$ cat src/common/intra_mode_pkg.sv
// Intra mode encodings
package intra_mode_pkg;

	// Mode code from the mode decision FSM
	typedef enum logic [3:0] {
		MODE_Y_V     = 4'd0,
		MODE_Y_H     = 4'd1,
		MODE_Y_DC    = 4'd2,
		MODE_Y_PLANE = 4'd3,
		MODE_Y_WAIT  = 4'd4,
		MODE_Y_PRED  = 4'd5,
		MODE_C_DC    = 4'd8,
		MODE_C_H     = 4'd9,
		MODE_C_V     = 4'd10,
		MODE_C_PLANE = 4'd11,
		MODE_C_WAIT  = 4'd12,
		MODE_C_PRED  = 4'd13,
		MODE_IDLE    = 4'd15
	} mode_e;

	// Shape of the predicted block
	typedef enum logic [2:0] {
		KIND_NONE,
		KIND_VERT,
		KIND_HORZ,
		KIND_DC,
		KIND_PLANE
	} pred_kind_e;

	typedef enum logic [1:0] {COMP_Y, COMP_U, COMP_V} comp_e;

endpackage

$ cat src/common/pixel_pkg.sv
// Pixel and block types
package pixel_pkg;

	// ****************************************
	// Bit depth and edge lengths
	// ****************************************
	localparam int BIT_DEPTH   = 8;
	localparam int LUMA_EDGE   = 16;
	localparam int CHROMA_EDGE = 8;

	// ****************************************
	// Sample types
	// ****************************************
	typedef logic [BIT_DEPTH-1:0] pixel_t;

	// Original minus prediction, two's complement
	typedef logic signed [BIT_DEPTH:0] resid_t;

	// 4x4 blocks, indexed [row][col]
	typedef pixel_t [3:0][3:0] blk4_t;
	typedef resid_t [3:0][3:0] res_blk_t;

	// Reference edges, pixel 0 is the top or left end
	typedef pixel_t [LUMA_EDGE-1:0]   luma_edge_t;
	typedef pixel_t [CHROMA_EDGE-1:0] chroma_edge_t;

endpackage

$ cat src/common/pred_ctrl_if.sv
// Prediction control bus
`timescale 1ns/10ps

interface pred_ctrl_if import intra_mode_pkg::*; ();

	// Decoded prediction kind
	pred_kind_e kind;

	// Active component for edges, DC and original
	comp_e comp;

	// Sub-block position in 4x4 units
	logic [1:0] blk_row;
	logic [1:0] blk_col;

	// Mode decoder side
	modport ctrl (
		output kind,
		output comp,
		output blk_row,
		output blk_col
	);

	// Datapath side
	modport dp (
		input kind,
		input comp,
		input blk_row,
		input blk_col
	);

endinterface

$ cat src/hw/intra_16x16_chroma_pe.sv
// Intra prediction and residual stage
`timescale 1ns/10ps

module intra_16x16_chroma_pe
	import pixel_pkg::*;
	import intra_mode_pkg::*;
(
	input  logic         clk,
	input  logic         rst_n,

	// Mode and block position
	input  mode_e        curr_mode,
	input  logic [3:0]   blk16x16_num,
	input  logic [2:0]   blk_uv_num,

	// Reference edges
	input  luma_edge_t   ref_top_y,
	input  luma_edge_t   ref_left_y,
	input  chroma_edge_t ref_top_u,
	input  chroma_edge_t ref_left_u,
	input  chroma_edge_t ref_top_v,
	input  chroma_edge_t ref_left_v,

	// Precomputed plane block and DC values
	input  blk4_t        plane_blk,
	input  pixel_t       dc_y,
	input  pixel_t       dc_u,
	input  pixel_t       dc_v,

	// Original pixels
	input  blk4_t        orig_y,
	input  blk4_t        orig_c,

	output blk4_t        pred_blk,
	output res_blk_t     res_blk
);

	luma_edge_t top_edge;
	luma_edge_t left_edge;
	blk4_t      pred_next;

	pred_ctrl_if ctrl_bus ();

	// ****************************************
	// Control
	// ****************************************
	intra_mode_ctrl u_mode_ctrl (
		.curr_mode    (curr_mode),
		.blk16x16_num (blk16x16_num),
		.blk_uv_num   (blk_uv_num),
		.ctrl         (ctrl_bus.ctrl)
	);

	// ****************************************
	// Datapath
	// ****************************************
	ref_edge_sel u_edge_sel (
		.ref_top_y  (ref_top_y),
		.ref_left_y (ref_left_y),
		.ref_top_u  (ref_top_u),
		.ref_left_u (ref_left_u),
		.ref_top_v  (ref_top_v),
		.ref_left_v (ref_left_v),
		.ctl        (ctrl_bus.dp),
		.top_edge   (top_edge),
		.left_edge  (left_edge)
	);

	pred_4x4_gen u_pred_gen (
		.clk       (clk),
		.rst_n     (rst_n),
		.ctl       (ctrl_bus.dp),
		.top_edge  (top_edge),
		.left_edge (left_edge),
		.plane_blk (plane_blk),
		.dc_y      (dc_y),
		.dc_u      (dc_u),
		.dc_v      (dc_v),
		.pred_next (pred_next),
		.pred_blk  (pred_blk)
	);

	residual_reg u_residual (
		.clk       (clk),
		.rst_n     (rst_n),
		.ctl       (ctrl_bus.dp),
		.orig_y    (orig_y),
		.orig_c    (orig_c),
		.pred_next (pred_next),
		.res_blk   (res_blk)
	);

endmodule

$ cat src/hw/intra_mode_ctrl.sv
// Intra mode decoder
`timescale 1ns/10ps

module intra_mode_ctrl import intra_mode_pkg::*; (
	input  mode_e       curr_mode,
	input  logic [3:0]  blk16x16_num,
	input  logic [2:0]  blk_uv_num,
	pred_ctrl_if.ctrl   ctrl
);

	logic is_chroma;

	// Chroma codes all have bit 3 set, idle included
	assign is_chroma = curr_mode[3];

	// ****************************************
	// Prediction kind
	// ****************************************
	always_comb begin
		case (curr_mode)
			MODE_Y_V, MODE_C_V:         ctrl.kind = KIND_VERT;
			MODE_Y_H, MODE_C_H:         ctrl.kind = KIND_HORZ;
			MODE_Y_DC, MODE_C_DC:       ctrl.kind = KIND_DC;
			MODE_Y_PLANE, MODE_C_PLANE: ctrl.kind = KIND_PLANE;
			// Wait, pred, idle and unused codes
			default:                    ctrl.kind = KIND_NONE;
		endcase
	end

	// ****************************************
	// Component and sub-block position
	// ****************************************
	always_comb begin
		if (is_chroma) begin
			// Bit 2 picks V, low bits give a 2x2 grid
			ctrl.comp    = blk_uv_num[2] ? COMP_V : COMP_U;
			ctrl.blk_row = {1'b0, blk_uv_num[1]};
			ctrl.blk_col = {1'b0, blk_uv_num[0]};
		end else begin
			// Luma block number is in z-scan order
			ctrl.comp    = COMP_Y;
			ctrl.blk_row = {blk16x16_num[3], blk16x16_num[1]};
			ctrl.blk_col = {blk16x16_num[2], blk16x16_num[0]};
		end
	end

endmodule

$ cat src/hw/pred_4x4_gen.sv
// 4x4 block predictor
`timescale 1ns/10ps

module pred_4x4_gen
	import pixel_pkg::*;
	import intra_mode_pkg::*;
(
	input  logic       clk,
	input  logic       rst_n,
	pred_ctrl_if.dp    ctl,
	input  luma_edge_t top_edge,
	input  luma_edge_t left_edge,
	input  blk4_t      plane_blk,
	input  pixel_t     dc_y,
	input  pixel_t     dc_u,
	input  pixel_t     dc_v,
	output blk4_t      pred_next,
	output blk4_t      pred_blk
);

	pixel_t dc_val;

	// DC of the active component
	always_comb begin
		case (ctl.comp)
			COMP_U:  dc_val = dc_u;
			COMP_V:  dc_val = dc_v;
			default: dc_val = dc_y;
		endcase
	end

	// ****************************************
	// Block prediction
	// ****************************************
	always_comb begin
		pred_next = '0;
		case (ctl.kind)
			KIND_VERT: begin
				for (int r = 0; r < 4; r++)
					for (int c = 0; c < 4; c++)
						pred_next[r][c] = top_edge[{ctl.blk_col, 2'(c)}];
			end
			KIND_HORZ: begin
				for (int r = 0; r < 4; r++)
					for (int c = 0; c < 4; c++)
						pred_next[r][c] = left_edge[{ctl.blk_row, 2'(r)}];
			end
			KIND_DC: begin
				for (int r = 0; r < 4; r++)
					for (int c = 0; c < 4; c++)
						pred_next[r][c] = dc_val;
			end
			// Plane samples are computed upstream
			KIND_PLANE: pred_next = plane_blk;
			default:    pred_next = '0;
		endcase
	end

	// Output register
	always_ff @(posedge clk or negedge rst_n) begin
		if (!rst_n)
			pred_blk <= '0;
		else
			pred_blk <= pred_next;
	end

	// Edge pixel addressing needs a known sub-block position
	a_pos_known: assert property (
		@(posedge clk) disable iff (!rst_n)
		(ctl.kind == KIND_VERT || ctl.kind == KIND_HORZ)
			|-> !$isunknown({ctl.blk_row, ctl.blk_col})
	) else $error("sub-block position is unknown for an edge prediction");

endmodule

$ cat src/hw/ref_edge_sel.sv
// Reference edge selection
`timescale 1ns/10ps

module ref_edge_sel
	import pixel_pkg::*;
	import intra_mode_pkg::*;
(
	input  luma_edge_t   ref_top_y,
	input  luma_edge_t   ref_left_y,
	input  chroma_edge_t ref_top_u,
	input  chroma_edge_t ref_left_u,
	input  chroma_edge_t ref_top_v,
	input  chroma_edge_t ref_left_v,
	pred_ctrl_if.dp      ctl,
	output luma_edge_t   top_edge,
	output luma_edge_t   left_edge
);

	chroma_edge_t c_top;
	chroma_edge_t c_left;

	// Chroma component pick
	always_comb begin
		if (ctl.comp == COMP_V) begin
			c_top  = ref_top_v;
			c_left = ref_left_v;
		end else begin
			c_top  = ref_top_u;
			c_left = ref_left_u;
		end
	end

	// ****************************************
	// Edge expansion
	// ****************************************
	always_comb begin
		if (ctl.comp == COMP_Y) begin
			top_edge  = ref_top_y;
			left_edge = ref_left_y;
		end else begin
			// 8 chroma pixels repeat to 16, so position 1 lands on pixels 4-7
			for (int i = 0; i < LUMA_EDGE; i++) begin
				top_edge[i]  = c_top[i % CHROMA_EDGE];
				left_edge[i] = c_left[i % CHROMA_EDGE];
			end
		end
	end

endmodule

$ cat src/hw/residual_reg.sv
// Residual subtract and register
`timescale 1ns/10ps

module residual_reg
	import pixel_pkg::*;
	import intra_mode_pkg::*;
(
	input  logic     clk,
	input  logic     rst_n,
	pred_ctrl_if.dp  ctl,
	input  blk4_t    orig_y,
	input  blk4_t    orig_c,
	input  blk4_t    pred_next,
	output res_blk_t res_blk
);

	blk4_t    orig_sel;
	res_blk_t res_next;

	// Chroma original is shared by U and V
	assign orig_sel = (ctl.comp == COMP_Y) ? orig_y : orig_c;

	// ****************************************
	// Per-pixel difference
	// ****************************************
	always_comb begin
		for (int r = 0; r < 4; r++)
			for (int c = 0; c < 4; c++)
				res_next[r][c] = {1'b0, orig_sel[r][c]} - {1'b0, pred_next[r][c]};
	end

	always_ff @(posedge clk or negedge rst_n) begin
		if (!rst_n)
			res_blk <= '0;
		else
			res_blk <= res_next;
	end

	// Undriven original or prediction pixels show up here
	a_res_known: assert property (
		@(posedge clk) disable iff (!rst_n)
		!$isunknown(res_next)
	) else $error("residual input has unknown bits");

endmodule

$ cat config.mk
export PLATFORM = sky130hd
export DESIGN_NAME = intra_16x16_chroma_pe
export DESIGN_NICKNAME = d
export VERILOG_FILES = /design/src/common/intra_mode_pkg.sv /design/src/common/pixel_pkg.sv /design/src/common/pred_ctrl_if.sv /design/src/hw/intra_16x16_chroma_pe.sv /design/src/hw/intra_mode_ctrl.sv /design/src/hw/pred_4x4_gen.sv /design/src/hw/ref_edge_sel.sv /design/src/hw/residual_reg.sv
export SDC_FILE = /design/constraint.sdc
export NUM_CORES = 1
export LEC_CHECK = 0
export BUFFER_PORTS_ARGS = -buffer_cell sky130_fd_sc_hd__buf_2
export CAP_MARGIN = 10
export CORE_AREA = 4 4 463 465
export CTS_CLUSTER_SIZE = 25
export DETAILED_ROUTE_END_ITERATION = 12
export DIE_AREA = 0 0 467 469
export PLACE_DENSITY = 0.3
export SLEW_MARGIN = 20
export SYNTH_ARGS = -nofsm -noshare
export SYNTH_HDL_FRONTEND = slang
export SYNTH_SLANG_ARGS = --single-unit
$ cat constraint.sdc
create_clock -name clk -period 0.8 [get_ports clk]
set_input_delay 0.16 -clock clk [delete_from_list [all_inputs] [get_ports clk]]
set_output_delay 0.16 -clock clk [all_outputs]
set_load 0.02 [all_outputs]
# Word level (Yosys, flattened, before mapping)
# Memory sizes are Yosys's and may differ from the RTL's.
# Cells that the tools add are included.
# classes
n_mux	27
eq_ne	6
mul	0
n_addsub	16
shift	0
bitwise	0
n_div	0
n_reduce_logical	1
magnitude_cmp	8
# ops
cell	n
128-bit one-hot mux with 4 select lines	1
128-bit two-way mux	3
8-bit by 8-bit subtractor with 9-bit output	16
8-bit binary-select mux with 2-bit select	8
64-bit two-way mux	2
8-bit two-way mux	8
4-bit by 5-bit less-than comparator with 1-bit output (second input constant)	8
8-bit one-hot mux with 2 select lines	1
2-bit two-way mux	4
3-bit by 2-bit equality test with 1-bit output (second input constant)	2
3-bit by 1-bit equality test with 1-bit output (second input constant)	1
3-bit equality test (second input constant)	1
2-bit by 1-bit equality test with 1-bit output (second input constant)	1
2-bit equality test (second input constant)	1
2-bit zero test	1
# word_totals
memories	1
ram_bits	0
register_bits	272
romBits	48
latchBits	0
# memory_table
memory	depth	word_bits	rd	rd_clocked_by_memory_dff	wr	line	rtl
(name not given)	16	3	1	0	0	intra_mode_ctrl.sv:20	case (curr_mode)

# Depth between registers and ports, before layout
# depth
ltp_word	9
ltp_mapped	16
depth_no_buf	14

# Cells and area by module
# A second synthesis with hierarchy kept.
# unflattened
cells_unflattened	2558
hier_area_um2	22353.9
# by_module_without_submodules
module	area_each_um2	n_inst	cells_per_inst	seq_area_each_um2
residual_reg	10526.3	1	1044	3603.5
pred_4x4_gen	6845.3	1	664	3203.1
ref_edge_sel	4898.4	1	839	0.0
intra_mode_ctrl	83.8	1	11	0.0

# Worst setup path after synthesis
# Ideal clock, no wire load.
# synth_path
kind	input-to-reg
startpoint	input curr_mode[0]
endpoint	register, netlist name u_residual.res_blk[80]
n_path_buf	0
path_slack_ps	-2326
setup_time_ps	110
required_time_ps	690
path_stages	13
arrival_ps	3016
cell_sequence	ha_1 -> or3_4 -> a211oi_4 -> o211ai_1 -> nand3_1 -> a211o_1 -> ha_1 -> inv_1 -> fa_1 -> a21o_1 -> a21oi_1 -> o21ai_0 -> o41ai_1
# synth_rtl
item	line	rtl
from (decl)	intra_16x16_chroma_pe.sv:12	input mode_e curr_mode,

==> run metrics <==
run status finished, violations left; violated checks negative hold slack, negative setup slack; io pins 1205; Synth cell types 54; CP max-delay cell mux2_4; num rows 168; initial core utilization 10.0%; number of routed nets with antenna violations 0; slew at the pin closest to its max-slew limit 982 ps; switching power of the nets 32.0 mW; initial antenna violation count 124; Arr. time, crit path 3390 ps; drt first pass iters 5; Simple-Gate Fraction of Synth Area 8.94%; Final setup viols 544; ys async rst share 100%; CP max FO 8; wirelength, routed 210 mm; Pleak 20.6 nW; Remaining DRCs 0; Tcrit/Tclk final 364%; clock buffer depth 3; Cell Pwr Density 1830 mW/mm²; Core Footprint 0.210 mm²; Comb pwr share 50.5%; layout cells sized above 1 68.3%; startpoint types primary input; Clock Power Share 26.3%; Post-Layout Inst Area 0.0433 mm²; mapped cell area 0.0210 mm²; Top FF cell, synth dfrtp_1; Syn Inst Count 2025; largest family of logic cells by synthesized area compound AO/OA/AOI/OAI gates; XOR/XNOR Fraction of Synth Area 2.96%; Avg WL per Cell 30.6 µm; Die Y 469 µm; first-pass GRT wire length 262 mm; Max Used Layer met5; vias 25900; CP Class primary input to register; internal power component 47.3 mW; CTS tree yes; Detailed Place HPWL 184 mm; min cycle time layout 2910 ps; Hold Path Class primary input to register; final layout net count 5084; Adder-Cell Fraction of Synth Area 9.21%; metal2 WL 103 mm; Pwr Total 79.3 mW; CTS sink count 272; final hold vios 34; mux contribution to synthesized area 20.2%; GPL Wtd Cong 0.877; VDD IR max 0.00136 V; Worst Path Required 1280 ps; RSZ-0062 raised after global routing true; area growth from synthesis to layout 106%; number of synthesized flops with an enable pin 0; vias in the first global route 27100; Max Cap Violations 0; Util after Layout 20.6%; placed instance area 0.0365 mm²; Worst-path clk slew 60 ps; CTS H-tree depth 2; synthesized area per cell 10.4 µm²; DR iter-0 viols 1375; slew margin rel. 34.3%; wl on met1 83.8 mm; Num CTS Buffers 43; Crit. End Element register; Compound-Gate Fraction of Synth Area 22.4%; switching share of power 40.3%; Post-CTS Hold Buffers 101; DR WL met3 18.3 mm; CP cell instances buf_6, buf_12, buf_16, mux2_4, o211ai_1, nand3_1, buf_12, buf_6, a211o_1, ha_4, fa_2, nor2b_1, o21a_1, o21a_2, o21ai_2, a211o_1; DR vias/cell 3.77; clock root buffer clkbuf_16; final setup margin -2110 ps; die width 467 µm; Fmax 344 MHz; IO buf count 1204; grt total ovfl 0; synth warn 0; All-Layer GR Usage 18.1%; sequential-to-total area share from yosys stat 32.4%; sequential power share 23.1%; CP max stage delay 380 ps; flops & latches, synth 272; die footprint 0.219 mm²; worst hold margin -189 ps; largest net degree at the start of global routing 53; syn_nets 3103; Slew Limit Fails 0
cell usage after synthesis (22+ instances only):
library cell / instances / share of area (%)
dfrtp_1: 272 / 32
mux2_2: 240 / 13
mux2i_1: 152 / 7.2
ha_1: 129 / 7.7
o21ai_0: 124 / 3.0
a211oi_1: 112 / 4.0
nor2_1: 97 / 1.7
a211o_1: 96 / 4.0
nand2_1: 95 / 1.7
nor3_1: 63 / 1.5
o211ai_1: 55 / 2.0
xnor2_1: 50 / 2.1
buf_2: 48 / 1.1
inv_1: 46 / 0.82
a211o_2: 45 / 2.1
o21a_1: 40 / 1.4
a22oi_1: 31 / 1.1
clkbuf_1: 29 / 0.52
nor2b_1: 29 / 0.86
nand3_2: 28 / 1.3
a21oi_2: 27 / 1.1
nand3_1: 22 / 0.52
power by group through the flow:
stage / clock (mW) / combinational [mW] / sequential [mW]
after floorplan: 0 / 10.8 / 22.0
after global placement: 0 / 34.9 / 18.7
after detailed placement: 0 / 34.7 / 18.6
after CTS: 21.7 / 37.4 / 18.5
after global routing: 22.1 / 42.8 / 18.7
final: 20.9 / 40.1 / 18.3
worst paths after layout:
check                           startpoint                                 to  cells past startpoint
min in group asynchronous            rst_n    u_residual.res_blk[5]$_DFF_PN0_                      3
max in group asynchronous            rst_n  u_residual.res_blk[128]$_DFF_PN0_                      3
setup / recovery           blk16x16_num[2]  u_residual.res_blk[125]$_DFF_PN0_                     16
hold / removal               plane_blk[80]  u_pred_gen.pred_blk[80]$_DFF_PN0_                      2
layout by cell type (no fill, tap or decap), types with 39 or more instances in the layout:
master / n
nor2_1: 58
mux2_2: 232
clkbuf_16: 44
ha_1: 91
dfrtp_1: 272
buf_4: 481
mux2i_1: 139
o21ai_0: 96
nor3_1: 46
nand2_1: 94
o211ai_1: 55
a211oi_1: 47
buf_12: 129
a211o_2: 39
a211oi_2: 47
dlygate4sd3_1: 101
a211o_1: 86
buf_2: 1189
buf_6: 117
through the flow:
stage | std cells | worst slack (ps) | TNS (ps) | hold slack (ps)
after floorplan | 2025 | -2150 | -358450 | -136
after global placement | 6526 | -3070 | -566870 | -39.5
after detailed placement | 6526 | -3070 | -571490 | -40.0
after CTS | 6762 | -2170 | -538460 | -275
after global routing | 6850 | -2200 | -540130 | -241
final | 6878 | -2110 | -512240 | -189
metal layers:
metal	vias up	track usage [%]
li1	11700	-
met1	12700	21.6
met2	1183	31.8
met3	272	5.34
met4	36	4.12
met5	-	0
cell families after synthesis:
logic type      after synthesis
simple gates                369
xor+xnor                     71
buf+inv                     157
mux                         393
flops                       272
compound gates              618
fa+ha+maj                   145
registers in the layout (all words and copies together) (netlist names):
| signal | flops |
|---|---|
| u_pred_gen.pred_blk | 128 |
| u_residual.res_blk | 144 |
repair_timing:
action	CTS	global route
cloned	0	1
endpoints found under the setup margin	544	544
hold endpoints to repair	422	43
buffers inserted	62	112
pin swaps	124	186
gates resized for setup	254	377
worst max-delay path, delay by kind of cell:
| family | cells | cell delay (ps) |
|---|---|---|
| AO/OA/AOI/OAI | 6 | 1240 |
| adder cells (fa/ha/maj) | 2 | 600 |
| buffers and inverters | 5 | 660 |
| multiplexers | 1 | 380 |
| AND/OR/NAND/NOR | 2 | 300 |
area by class of cell:
| class | count | area [µm²] |
|---|---|---|
| multi-input combinational | 1596 | 16100 |
| sequential | 272 | 6810 |
| antenna | 34 | 85.1 |
| timing repair buffer | 2047 | 15000 |
| inverter | 46 | 173 |
| tap | 2805 | 3510 |
| clock inverter | 20 | 310 |
| fill | 23300 | 166000 |
| clock buffer | 58 | 1230 |
(Power assumes the default switching activity.)
